### config.mk
export PLATFORM = sky130hd
export DESIGN_NAME = controlUnit
export DESIGN_NICKNAME = d
export VERILOG_FILES = /design/src/ctrlPkg.sv /design/src/controlUnit.sv /design/src/ctrlWordRom.sv /design/src/ctrlSequencer.sv /design/src/instrDecoder.sv
export SDC_FILE = /design/constraint.sdc
export NUM_CORES = 1
export LEC_CHECK = 0
export BUFFER_PORTS_ARGS = -buffer_cell sky130_fd_sc_hd__buf_4
export CAP_MARGIN = 20
export CORE_UTILIZATION = 35
export DETAILED_ROUTE_END_ITERATION = 16
export PLACE_DENSITY = 0.56
export SLEW_MARGIN = 40
export SYNTH_ARGS = -nofsm -noshare
export SYNTH_HDL_FRONTEND = slang
export SYNTH_HIERARCHICAL = 1
export SYNTH_SLANG_ARGS = --single-unit
### constraint.sdc
create_clock -name clk -period 2 [get_ports clk]
set_input_delay 0 -clock clk [delete_from_list [all_inputs] [get_ports clk]]
set_output_delay 0 -clock clk [all_outputs]
set_load 0.005 [all_outputs]
### src/ctrlPkg.sv
package ctrlPkg;

    // Mux selector widths
    localparam int regDstWidth      = 2;
    localparam int aluSrcAWidth     = 2;
    localparam int shiftAmtSelWidth = 2;
    localparam int memToRegWidth    = 3;
    localparam int aluSrcBWidth     = 3;
    localparam int pcSrcWidth       = 3;

    // Control FSM states, 7-bit encoding
    typedef enum logic [6:0] {
        stReset          = 7'd0,
        stFetch0         = 7'd1,
        stFetch1         = 7'd2,
        stDecode0        = 7'd3,
        stDecode1        = 7'd4,
        stAdd0           = 7'd5,
        stAdd1           = 7'd6,
        stAluWriteBack   = 7'd7,
        stAddiu0         = 7'd8,
        stAddiu1         = 7'd9,
        stAddiuWriteBack = 7'd10,
        stAnd0           = 7'd11,
        stAnd1           = 7'd12,
        stSub0           = 7'd13,
        stSub1           = 7'd14,
        stMfhi           = 7'd15,
        stMflo           = 7'd16,
        stJr             = 7'd17,
        stBrk            = 7'd18,
        stBeqBne         = 7'd19,
        stBleBgt         = 7'd20,
        stPcUpdate       = 7'd21,
        stShiftImmLoad   = 7'd22,
        stSll            = 7'd23,
        stSra            = 7'd24,
        stShiftVarLoad   = 7'd25,
        stSllv           = 7'd26,
        stSrav           = 7'd27,
        stShiftWriteBack = 7'd28,
        // SRL gets its own code, separate from SRA
        stSrl            = 7'd29
    } ctrlState_e;

    // Primary opcodes
    typedef enum logic [5:0] {
        opRType = 6'h00,
        opBeq   = 6'h04,
        opBne   = 6'h05,
        opBle   = 6'h06,
        opBgt   = 6'h07,
        opAddiu = 6'h09
    } opcode_e;

    // R-type function field
    typedef enum logic [5:0] {
        fnSll  = 6'h00,
        fnSrl  = 6'h02,
        fnSra  = 6'h03,
        fnSllv = 6'h04,
        fnSrav = 6'h07,
        fnJr   = 6'h08,
        fnBrk  = 6'h0d,
        fnMfhi = 6'h10,
        fnMflo = 6'h12,
        fnAdd  = 6'h20,
        fnSub  = 6'h22,
        fnAnd  = 6'h24
    } funct_e;

    // ALU command
    typedef enum logic [2:0] {
        aluPass    = 3'd0,
        aluAdd     = 3'd1,
        aluSub     = 3'd2,
        aluAnd     = 3'd3,
        aluCompare = 3'd7
    } aluOp_e;

    // Shift register command
    typedef enum logic [2:0] {
        shNop          = 3'd0,
        shLoad         = 3'd1,
        shLeft         = 3'd2,
        shRightLogical = 3'd3,
        shRightArith   = 3'd4
    } shiftOp_e;

endpackage
### src/controlUnit.sv
module controlUnit import ctrlPkg::*; #(
    // Extra fetch0 cycles for memory
    parameter int fetchWait  = 2,
    // Extra decode1 cycles for register read
    parameter int decodeWait = 2
) (
    input  logic                        clk,
    input  logic                        reset_in,
    input  opcode_e                     opcode,
    input  funct_e                      funct,
    input  logic                        zero,
    input  logic                        gt,
    output aluOp_e                      aluOp,
    output shiftOp_e                    shiftOp,
    output logic                        regWrite,
    output logic                        shiftSrcReg,
    output logic [shiftAmtSelWidth-1:0] shiftAmtSel,
    output logic [regDstWidth-1:0]      regDst,
    output logic [memToRegWidth-1:0]    memToReg,
    output logic [aluSrcAWidth-1:0]     aluSrcA,
    output logic [aluSrcBWidth-1:0]     aluSrcB,
    output logic [pcSrcWidth-1:0]       pcSrc,
    output logic                        pcWrite,
    output logic                        irWrite,
    output logic                        aWrite,
    output logic                        bWrite,
    output logic                        aluOutWrite,
    output logic                        resetOut
);

    // Decoder results into the sequencer
    ctrlState_e dispatchState;
    ctrlState_e shiftState;
    logic       branchTaken;
    // Current FSM state into the ROM
    ctrlState_e state;

    instrDecoder i_instrDecoder (
        .opcode        (opcode),
        .funct         (funct),
        .zero          (zero),
        .gt            (gt),
        .dispatchState (dispatchState),
        .shiftState    (shiftState),
        .branchTaken   (branchTaken)
    );

    ctrlSequencer #(
        .fetchWait  (fetchWait),
        .decodeWait (decodeWait)
    ) i_ctrlSequencer (
        .clk           (clk),
        .reset_in      (reset_in),
        .dispatchState (dispatchState),
        .shiftState    (shiftState),
        .branchTaken   (branchTaken),
        .state         (state)
    );

    ctrlWordRom i_ctrlWordRom (
        .state       (state),
        .aluOp       (aluOp),
        .shiftOp     (shiftOp),
        .regWrite    (regWrite),
        .shiftSrcReg (shiftSrcReg),
        .shiftAmtSel (shiftAmtSel),
        .regDst      (regDst),
        .memToReg    (memToReg),
        .aluSrcA     (aluSrcA),
        .aluSrcB     (aluSrcB),
        .pcSrc       (pcSrc),
        .pcWrite     (pcWrite),
        .irWrite     (irWrite),
        .aWrite      (aWrite),
        .bWrite      (bWrite),
        .aluOutWrite (aluOutWrite),
        .resetOut    (resetOut)
    );

endmodule

### src/ctrlWordRom.sv
module ctrlWordRom import ctrlPkg::*; (
    input  ctrlState_e                  state,
    output aluOp_e                      aluOp,
    output shiftOp_e                    shiftOp,
    output logic                        regWrite,
    output logic                        shiftSrcReg,
    output logic [shiftAmtSelWidth-1:0] shiftAmtSel,
    output logic [regDstWidth-1:0]      regDst,
    output logic [memToRegWidth-1:0]    memToReg,
    output logic [aluSrcAWidth-1:0]     aluSrcA,
    output logic [aluSrcBWidth-1:0]     aluSrcB,
    output logic [pcSrcWidth-1:0]       pcSrc,
    output logic                        pcWrite,
    output logic                        irWrite,
    output logic                        aWrite,
    output logic                        bWrite,
    output logic                        aluOutWrite,
    output logic                        resetOut
);

    always_comb begin
        // Everything idle unless the state sets it
        aluOp       = aluPass;
        shiftOp     = shNop;
        regWrite    = 1'b0;
        shiftSrcReg = 1'b0;
        shiftAmtSel = '0;
        regDst      = '0;
        memToReg    = '0;
        aluSrcA     = '0;
        aluSrcB     = '0;
        pcSrc       = '0;
        pcWrite     = 1'b0;
        irWrite     = 1'b0;
        aWrite      = 1'b0;
        bWrite      = 1'b0;
        aluOutWrite = 1'b0;
        resetOut    = 1'b0;
        case (state)
            // Clears the stack pointer register
            stReset: begin
                resetOut = 1'b1;
                regWrite = 1'b1;
                regDst   = 2'd3;
                memToReg = 3'd4;
            end
            // PC + 4 on the ALU while memory reads
            stFetch0, stFetch1: begin
                aluSrcB = 3'd1;
                aluOp   = aluAdd;
                pcSrc   = 3'd2;
                pcWrite = (state == stFetch1);
                irWrite = (state == stFetch1);
            end
            // Branch target into ALUout, operands into A and B
            stDecode0, stDecode1: begin
                aluSrcB     = 3'd3;
                aluOp       = aluAdd;
                aWrite      = (state == stDecode1);
                bWrite      = (state == stDecode1);
                aluOutWrite = (state == stDecode1);
            end
            // A op B, result latched in second cycle
            stAdd0, stAdd1, stAnd0, stAnd1, stSub0, stSub1: begin
                aluSrcA     = 2'd2;
                aluOp       = (state inside {stAnd0, stAnd1}) ? aluAnd :
                              (state inside {stSub0, stSub1}) ? aluSub : aluAdd;
                aluOutWrite = (state inside {stAdd1, stAnd1, stSub1});
            end
            // rd <= ALUout
            stAluWriteBack, stAddiuWriteBack: begin
                regWrite = 1'b1;
                regDst   = (state == stAluWriteBack) ? 2'd1 : 2'd0;
                memToReg = 3'd6;
            end
            // A + sign extended immediate
            stAddiu0, stAddiu1: begin
                aluSrcA     = 2'd2;
                aluSrcB     = 3'd3;
                aluOp       = aluAdd;
                aluOutWrite = (state == stAddiu1);
            end
            stMfhi, stMflo: begin
                regWrite = 1'b1;
                regDst   = 2'd1;
                memToReg = (state == stMfhi) ? 3'd2 : 3'd1;
            end
            // A passed through to PC mux
            stJr: begin
                aluSrcA = 2'd2;
                aluOp   = aluPass;
                pcSrc   = 3'd2;
            end
            stBrk: begin
                aluSrcB = 3'd1;
                aluOp   = aluSub;
                pcSrc   = 3'd2;
            end
            // Compare A and B, target from ALUout
            stBeqBne, stBleBgt: begin
                aluSrcA = 2'd2;
                aluOp   = (state == stBeqBne) ? aluSub : aluCompare;
                pcSrc   = 3'd4;
            end
            stPcUpdate: begin
                pcWrite = 1'b1;
                pcSrc   = 3'd2;
            end
            // Immediate forms take B and shamt
            stShiftImmLoad, stSll, stSrl, stSra: begin
                shiftSrcReg = 1'b1;
                shiftAmtSel = 2'd2;
                shiftOp     = (state == stSll) ? shLeft :
                              (state == stSrl) ? shRightLogical :
                              (state == stSra) ? shRightArith : shLoad;
            end
            // Variable forms take A and rs
            stShiftVarLoad, stSllv, stSrav: begin
                shiftOp = (state == stSllv) ? shLeft :
                          (state == stSrav) ? shRightArith : shLoad;
            end
            stShiftWriteBack: begin
                regWrite = 1'b1;
                regDst   = 2'd1;
                memToReg = 3'd5;
            end
            default: begin
            end
        endcase
    end

    // Checked each time the FSM leaves a state
    irPcTogether: assert property (@(state) irWrite |-> (pcWrite && !regWrite))
        else $error("irWrite without pcWrite");

    // Register file and PC never written in the same state
    noDualWrite: assert property (@(state) !(regWrite && pcWrite))
        else $error("regWrite and pcWrite both high");

endmodule

### src/ctrlSequencer.sv
module ctrlSequencer import ctrlPkg::*; #(
    parameter int fetchWait  = 2,
    parameter int decodeWait = 2
) (
    input  logic       clk,
    input  logic       reset_in,
    input  ctrlState_e dispatchState,
    input  ctrlState_e shiftState,
    input  logic       branchTaken,
    output ctrlState_e state
);

    // Counter sized for the longer memory wait
    localparam int maxWait   = (fetchWait > decodeWait) ? fetchWait : decodeWait;
    localparam int cntWidth  = (maxWait > 0) ? $clog2(maxWait + 1) : 1;

    localparam logic [cntWidth-1:0] fetchLimit  = cntWidth'(fetchWait);
    localparam logic [cntWidth-1:0] decodeLimit = cntWidth'(decodeWait);

    logic [cntWidth-1:0] waitCnt;
    logic [cntWidth-1:0] nextCnt;
    ctrlState_e          nextState;

    always_ff @(posedge clk) begin
        if (reset_in) begin
            state   <= stReset;
            waitCnt <= '0;
        end else begin
            state   <= nextState;
            waitCnt <= nextCnt;
        end
    end

    always_comb begin
        // Counter restarts on every state entry
        nextCnt   = '0;
        nextState = stReset;
        case (state)
            stReset: nextState = stFetch0;
            // Hold fetch0 until memory data is ready
            stFetch0: begin
                if (waitCnt == fetchLimit) begin
                    nextState = stFetch1;
                end else begin
                    nextState = stFetch0;
                    nextCnt   = waitCnt + 1'b1;
                end
            end
            stFetch1:  nextState = stDecode0;
            stDecode0: nextState = stDecode1;
            // Register read wait, then dispatch
            stDecode1: begin
                if (waitCnt == decodeLimit) begin
                    nextState = dispatchState;
                end else begin
                    nextState = stDecode1;
                    nextCnt   = waitCnt + 1'b1;
                end
            end
            // Register ALU ops
            stAdd0: nextState = stAdd1;
            stAnd0: nextState = stAnd1;
            stSub0: nextState = stSub1;
            stAdd1,
            stAnd1,
            stSub1: nextState = stAluWriteBack;
            // Immediate add
            stAddiu0: nextState = stAddiu1;
            stAddiu1: nextState = stAddiuWriteBack;
            // Jumps always update PC
            stJr,
            stBrk: nextState = stPcUpdate;
            // Not taken skips the PC write
            stBeqBne,
            stBleBgt: nextState = branchTaken ? stPcUpdate : stFetch0;
            // Load state picks the operation
            stShiftImmLoad,
            stShiftVarLoad: nextState = shiftState;
            stSll,
            stSrl,
            stSra,
            stSllv,
            stSrav: nextState = stShiftWriteBack;
            // Single cycle finishers
            stAluWriteBack,
            stAddiuWriteBack,
            stShiftWriteBack,
            stMfhi,
            stMflo,
            stPcUpdate: nextState = stFetch0;
            default: nextState = stReset;
        endcase
    end

    // Counter only runs inside the two wait states
    waitCntLimit: assert property (@(posedge clk) disable iff (reset_in)
        (state == stFetch0)  ? (waitCnt <= fetchLimit) :
        (state == stDecode1) ? (waitCnt <= decodeLimit) :
        (waitCnt == '0))
        else $error("wait counter out of range in state %0d", state);

    // Decoder must only hand over legal encodings
    stateKnown: assert property (@(posedge clk) disable iff (reset_in)
        state inside {stReset, stFetch0, stFetch1, stDecode0, stDecode1,
                      stAdd0, stAdd1, stAnd0, stAnd1, stSub0, stSub1,
                      stAluWriteBack, stAddiu0, stAddiu1, stAddiuWriteBack,
                      stMfhi, stMflo, stJr, stBrk, stBeqBne, stBleBgt,
                      stPcUpdate, stShiftImmLoad, stSll, stSrl, stSra,
                      stShiftVarLoad, stSllv, stSrav, stShiftWriteBack})
        else $error("illegal state encoding %0d", state);

endmodule

### src/instrDecoder.sv
module instrDecoder import ctrlPkg::*; (
    input  opcode_e    opcode,
    input  funct_e     funct,
    input  logic       zero,
    input  logic       gt,
    output ctrlState_e dispatchState,
    output ctrlState_e shiftState,
    output logic       branchTaken
);

    // Entry state after decode1
    always_comb begin
        case (opcode)
            opRType: begin
                case (funct)
                    fnAdd:  dispatchState = stAdd0;
                    fnAnd:  dispatchState = stAnd0;
                    fnSub:  dispatchState = stSub0;
                    fnMfhi: dispatchState = stMfhi;
                    fnMflo: dispatchState = stMflo;
                    fnJr:   dispatchState = stJr;
                    fnBrk:  dispatchState = stBrk;
                    // Shift amount from shamt field
                    fnSll,
                    fnSrl,
                    fnSra:  dispatchState = stShiftImmLoad;
                    // Shift amount from rs
                    fnSllv,
                    fnSrav: dispatchState = stShiftVarLoad;
                    // Unknown funct, straight back to fetch
                    default: dispatchState = stFetch0;
                endcase
            end
            opAddiu: dispatchState = stAddiu0;
            // Equality branches share one state
            opBeq,
            opBne:   dispatchState = stBeqBne;
            // Magnitude branches share one state
            opBle,
            opBgt:   dispatchState = stBleBgt;
            default: dispatchState = stFetch0;
        endcase
    end

    // Operation state after a shift load
    always_comb begin
        case (funct)
            fnSll:   shiftState = stSll;
            fnSrl:   shiftState = stSrl;
            fnSra:   shiftState = stSra;
            fnSllv:  shiftState = stSllv;
            fnSrav:  shiftState = stSrav;
            // Not reachable from a load state
            default: shiftState = stFetch0;
        endcase
    end

    // Branch condition from ALU flags
    always_comb begin
        case (opcode)
            opBeq:   branchTaken = zero;
            opBne:   branchTaken = ~zero;
            opBgt:   branchTaken = gt;
            opBle:   branchTaken = ~gt;
            default: branchTaken = 1'b0;
        endcase
    end

endmodule

==> results by group <==
CTS
  • Largest buffer count on any clock path: 2
  • Cell at the root of the clock tree: sky130_fd_sc_hd__clkbuf_8
  • Post-CTS Setup Bufs: 0
  • TritonCTS clock tree: yes
  • Number of clock buffers inserted by TritonCTS: 3
  • Clock latency on the worst-skew pair: 0.23 ns
  • Clock transition at the registers of the reported paths: 0.05 ns
  • Level count of the clock H-tree: 1
  • CTS Hold Buffers Added: 0
  • Number of clock sinks: 9
  • Resized cells post-CTS: 0

Logic synthesis
  • Synth Warn #: 6
  • Share of Yosys cell area claimed by the top area cell type: a little under a tenth
  • Number of synthesized flops with an enable pin: 0
  • Synthesized flop and latch total: 9
  • Async set-reset flop share out of synthesis: 0%
  • Area leader, netlist: sky130_fd_sc_hd__dfxtp_1
  • Cell area after technology mapping: 1890 µm²
  • Mean Syn Cell Area: 6.81 µm²
  • Sequential share of the synthesized area: 9.55%
  • Count of distinct cell types in the synthesized netlist: between 70 and 80
  • Synth Instances: 277
  • Top FF cell, synth: sky130_fd_sc_hd__dfxtp_1
  • Main area contributors after synthesis: sky130_fd_sc_hd__dfxtp_1 (9.5%), sky130_fd_sc_hd__nand2b_1 (6.0%), sky130_fd_sc_hd__buf_4 (5.2%)

Place
  • Placed cell count: 372
  • Port bufs: 40
  • Last weighted congestion value of the routability-driven placer: around 0.85
  • Detailed Place HPWL: 3520 µm

STA
  • Final hold violations: 0
  • Fraction of the cycle the final worst path needs: 89.2%
  • Setup TNS after final layout: 0 ns
  • Number of setup violations in the final report: 0
  • Pins Over Slew Limit: 0
  • Worst slew slack as a fraction of its limit: about 65%
  • Min Tclk post-route: approximately 1.8 ns
  • Actual slew at the worst max-slew pin: 0.524 ns
  • F_max: about 560 MHz
  • Unrepaired setup endpoints after global routing: no
  • Setup clock skew after layout: 0.000739 ns

Hold path
  • Kind of path behind the tightest hold check: in -> reg

Final layout
  • Antenna Diode Count: 0
  • Share of cells above drive strength 1: 24.5%
  • Final net count: 324
  • Synth-to-Final Area Change: 16.6%
  • Number of standard cells in the layout, taps in and fillers out: around 380
  • Leading cell types in the layout, fill and taps excluded: sky130_fd_sc_hd__buf_4 (54), sky130_fd_sc_hd__nand2_1 (25), sky130_fd_sc_hd__nor2_1 (24)
  • Leading cell type in the layout, fill and taps excluded: sky130_fd_sc_hd__buf_4

Route
  • DRC viols: 0
  • Via-per-instance ratio: 5.33
  • Antenna violation net count after detailed routing: 0
  • WL final: 4640 µm
  • 1st-iter DRT viols: 77
  • Pre-Repair DR Iteration Count: 4
  • Vias post-DR: ~2000
  • Average wire per standard cell: 12.3 µm

Worst setup path
  • Data required, critical path: around 2 ns
  • Type of the worst setup path: reg -> out
  • Launching element type of the critical path: register
  • Arrival time worst endpoint: 1.78 ns
  • Type of element capturing the critical path: output port
  • Largest fanout on the critical path: 23

Outcome
  • Run status: completed

Die
  • Row Count: 26
  • Die outline area: 5690 µm²
  • I/O pin cnt: 45
  • Chip width: between 70 and 80 µm
  • Die span in y: 75.4 µm
  • Initial cell density of the core: 36.7%
  • Core ar.: just over 5000 µm²

GRT
  • Global-route congestion overflow total: 0
  • Largest net degree at the start of global routing: 28
  • Antenna violations before repair: 0
  • Via count of the first global-routing pass: 1747
  • GR Util All Layers: 17.4%
  • Global-route wire length before repair: a little under 8000 µm

Power
  • Worst VDD drop: 280 µV
  • Power per standard cell area: approximately 280 nW/µm²
  • Leakage power total: 0.837 nW

Flow run
  • Number of maximum-capacitance constraint violations: 0
[sequential cells by signal, indices dropped and copies added (netlist names)]
name	flops
i_ctrlSequencer/state	7
i_ctrlSequencer/waitCnt	2
[synth_stat cells, types with 2 or more instances]
master                      number
sky130_fd_sc_hd__nand2_1        25
sky130_fd_sc_hd__nor2_1         24
sky130_fd_sc_hd__a21oi_1        19
sky130_fd_sc_hd__nand2b_1       18
sky130_fd_sc_hd__nor3_1         14
sky130_fd_sc_hd__buf_4          13
sky130_fd_sc_hd__o21ai_0        11
sky130_fd_sc_hd__buf_2           9
sky130_fd_sc_hd__dfxtp_1         9
sky130_fd_sc_hd__nor2b_1         9
sky130_fd_sc_hd__nand3_1         8
sky130_fd_sc_hd__inv_1           7
sky130_fd_sc_hd__nor3b_1         7
sky130_fd_sc_hd__clkbuf_1        6
sky130_fd_sc_hd__buf_6           5
sky130_fd_sc_hd__o21ai_1         5
sky130_fd_sc_hd__xor2_1          5
sky130_fd_sc_hd__a31oi_1         4
sky130_fd_sc_hd__a32oi_1         4
sky130_fd_sc_hd__nor4_1          4
sky130_fd_sc_hd__o31ai_1         4
sky130_fd_sc_hd__a22oi_1         3
sky130_fd_sc_hd__and3_1          3
sky130_fd_sc_hd__o22ai_1         3
sky130_fd_sc_hd__a211oi_1        2
sky130_fd_sc_hd__a21boi_0        2
sky130_fd_sc_hd__and2b_1         2
sky130_fd_sc_hd__and4bb_2        2
sky130_fd_sc_hd__conb_1          2
sky130_fd_sc_hd__mux2i_1         2
sky130_fd_sc_hd__o2bb2ai_1       2
sky130_fd_sc_hd__o311ai_0        2
sky130_fd_sc_hd__o32ai_1         2
sky130_fd_sc_hd__or2_2           2
sky130_fd_sc_hd__xnor2_1         2
[stage by stage]
step           instance area [µm²]  hold slack [ns]  power, W  setup slack [ns]  util, %
6_report                      2200           0.0698  0.000620             0.216     42.8
5_1_grt                       2200           0.0761  0.000667            0.0816     42.8
4_1_cts                       2200           0.0676  0.000629             0.110     42.7
3_5_place_dp                  2150            0.318  0.000410             0.275     41.9
3_3_place_gp                  2150            0.314  0.000408             0.325     41.9
2_1_floorplan                 1910            0.190  0.000349             0.518        -
[where the power goes]
| part | switching, W | internal (W) | leakage [nW] |
|---|---|---|---|
| Sequential | 0.00000715 | 0.000185 | 0.0742 |
| Clock | 0.0000745 | 0.000139 | 0.0228 |
| Combinational | 0.000113 | 0.000101 | 0.740 |
| Total | 0.000195 | 0.000425 | 0.837 |
[layer usage]
metal / up-vias / routed length [µm] / global-route usage, %
li1: 1051 / - / -
met1: 896 / 2220 / 22.8
met2: 51 / 2180 / 30.8
met3: 5 / 188 / 1.32
met4: 0 / 43 / 4.94
met5: - / 0 / 0
[logic make-up (layout without fill, tap and decap cells)]
family	Yosys count	count (layout)	share of synthesized area (%)
and+or+nand+nor	138	138	43.3
muxes	2	2	1.06
xor gates and xnor gates	7	7	3.25
adders and majority gates	1	1	0.663
AOI/OAI and AO/OA	76	76	27.1
buffers and inverters	42	65	14.7
DFF	9	9	9.55
other	2	8	0.398
[critical path: stages, from the launching register on]
cell                       delay, ns
sky130_fd_sc_hd__dfxtp_1        0.45
sky130_fd_sc_hd__buf_4          0.30
sky130_fd_sc_hd__nor3b_2        0.25
sky130_fd_sc_hd__o21ai_1        0.14
sky130_fd_sc_hd__a221oi_2       0.25
sky130_fd_sc_hd__buf_4          0.15
[final cells by class]
| cell class | instances | area (µm²) |
|---|---|---|
| clock buffers | 4 | 45.0 |
| fillers | 597 | 2940 |
| inverters | 7 | 26.3 |
| multi-input cells | 232 | 1450 |
| flip-flops and latches | 9 | 183 |
| well taps | 70 | 87.6 |
| repair buffers | 54 | 405 |
[path summary, 6_finish.rpt]
path / start / end / slack (ns) / depth (start not counted)
worst max register to register: i_ctrlSequencer/state[0] / i_ctrlSequencer/state[2] / 0.35 / 5
worst min register to register: i_ctrlSequencer/waitCnt[0] / i_ctrlSequencer/waitCnt[0] / 0.41 / 1
worst min-delay path: reset_in / i_ctrlSequencer/state[0] / 0.07 / 3
worst max-delay path: i_ctrlSequencer/state[3] / memToReg[2] / 0.22 / 5
No activity file was read; power rests on OpenSTA's default activity.
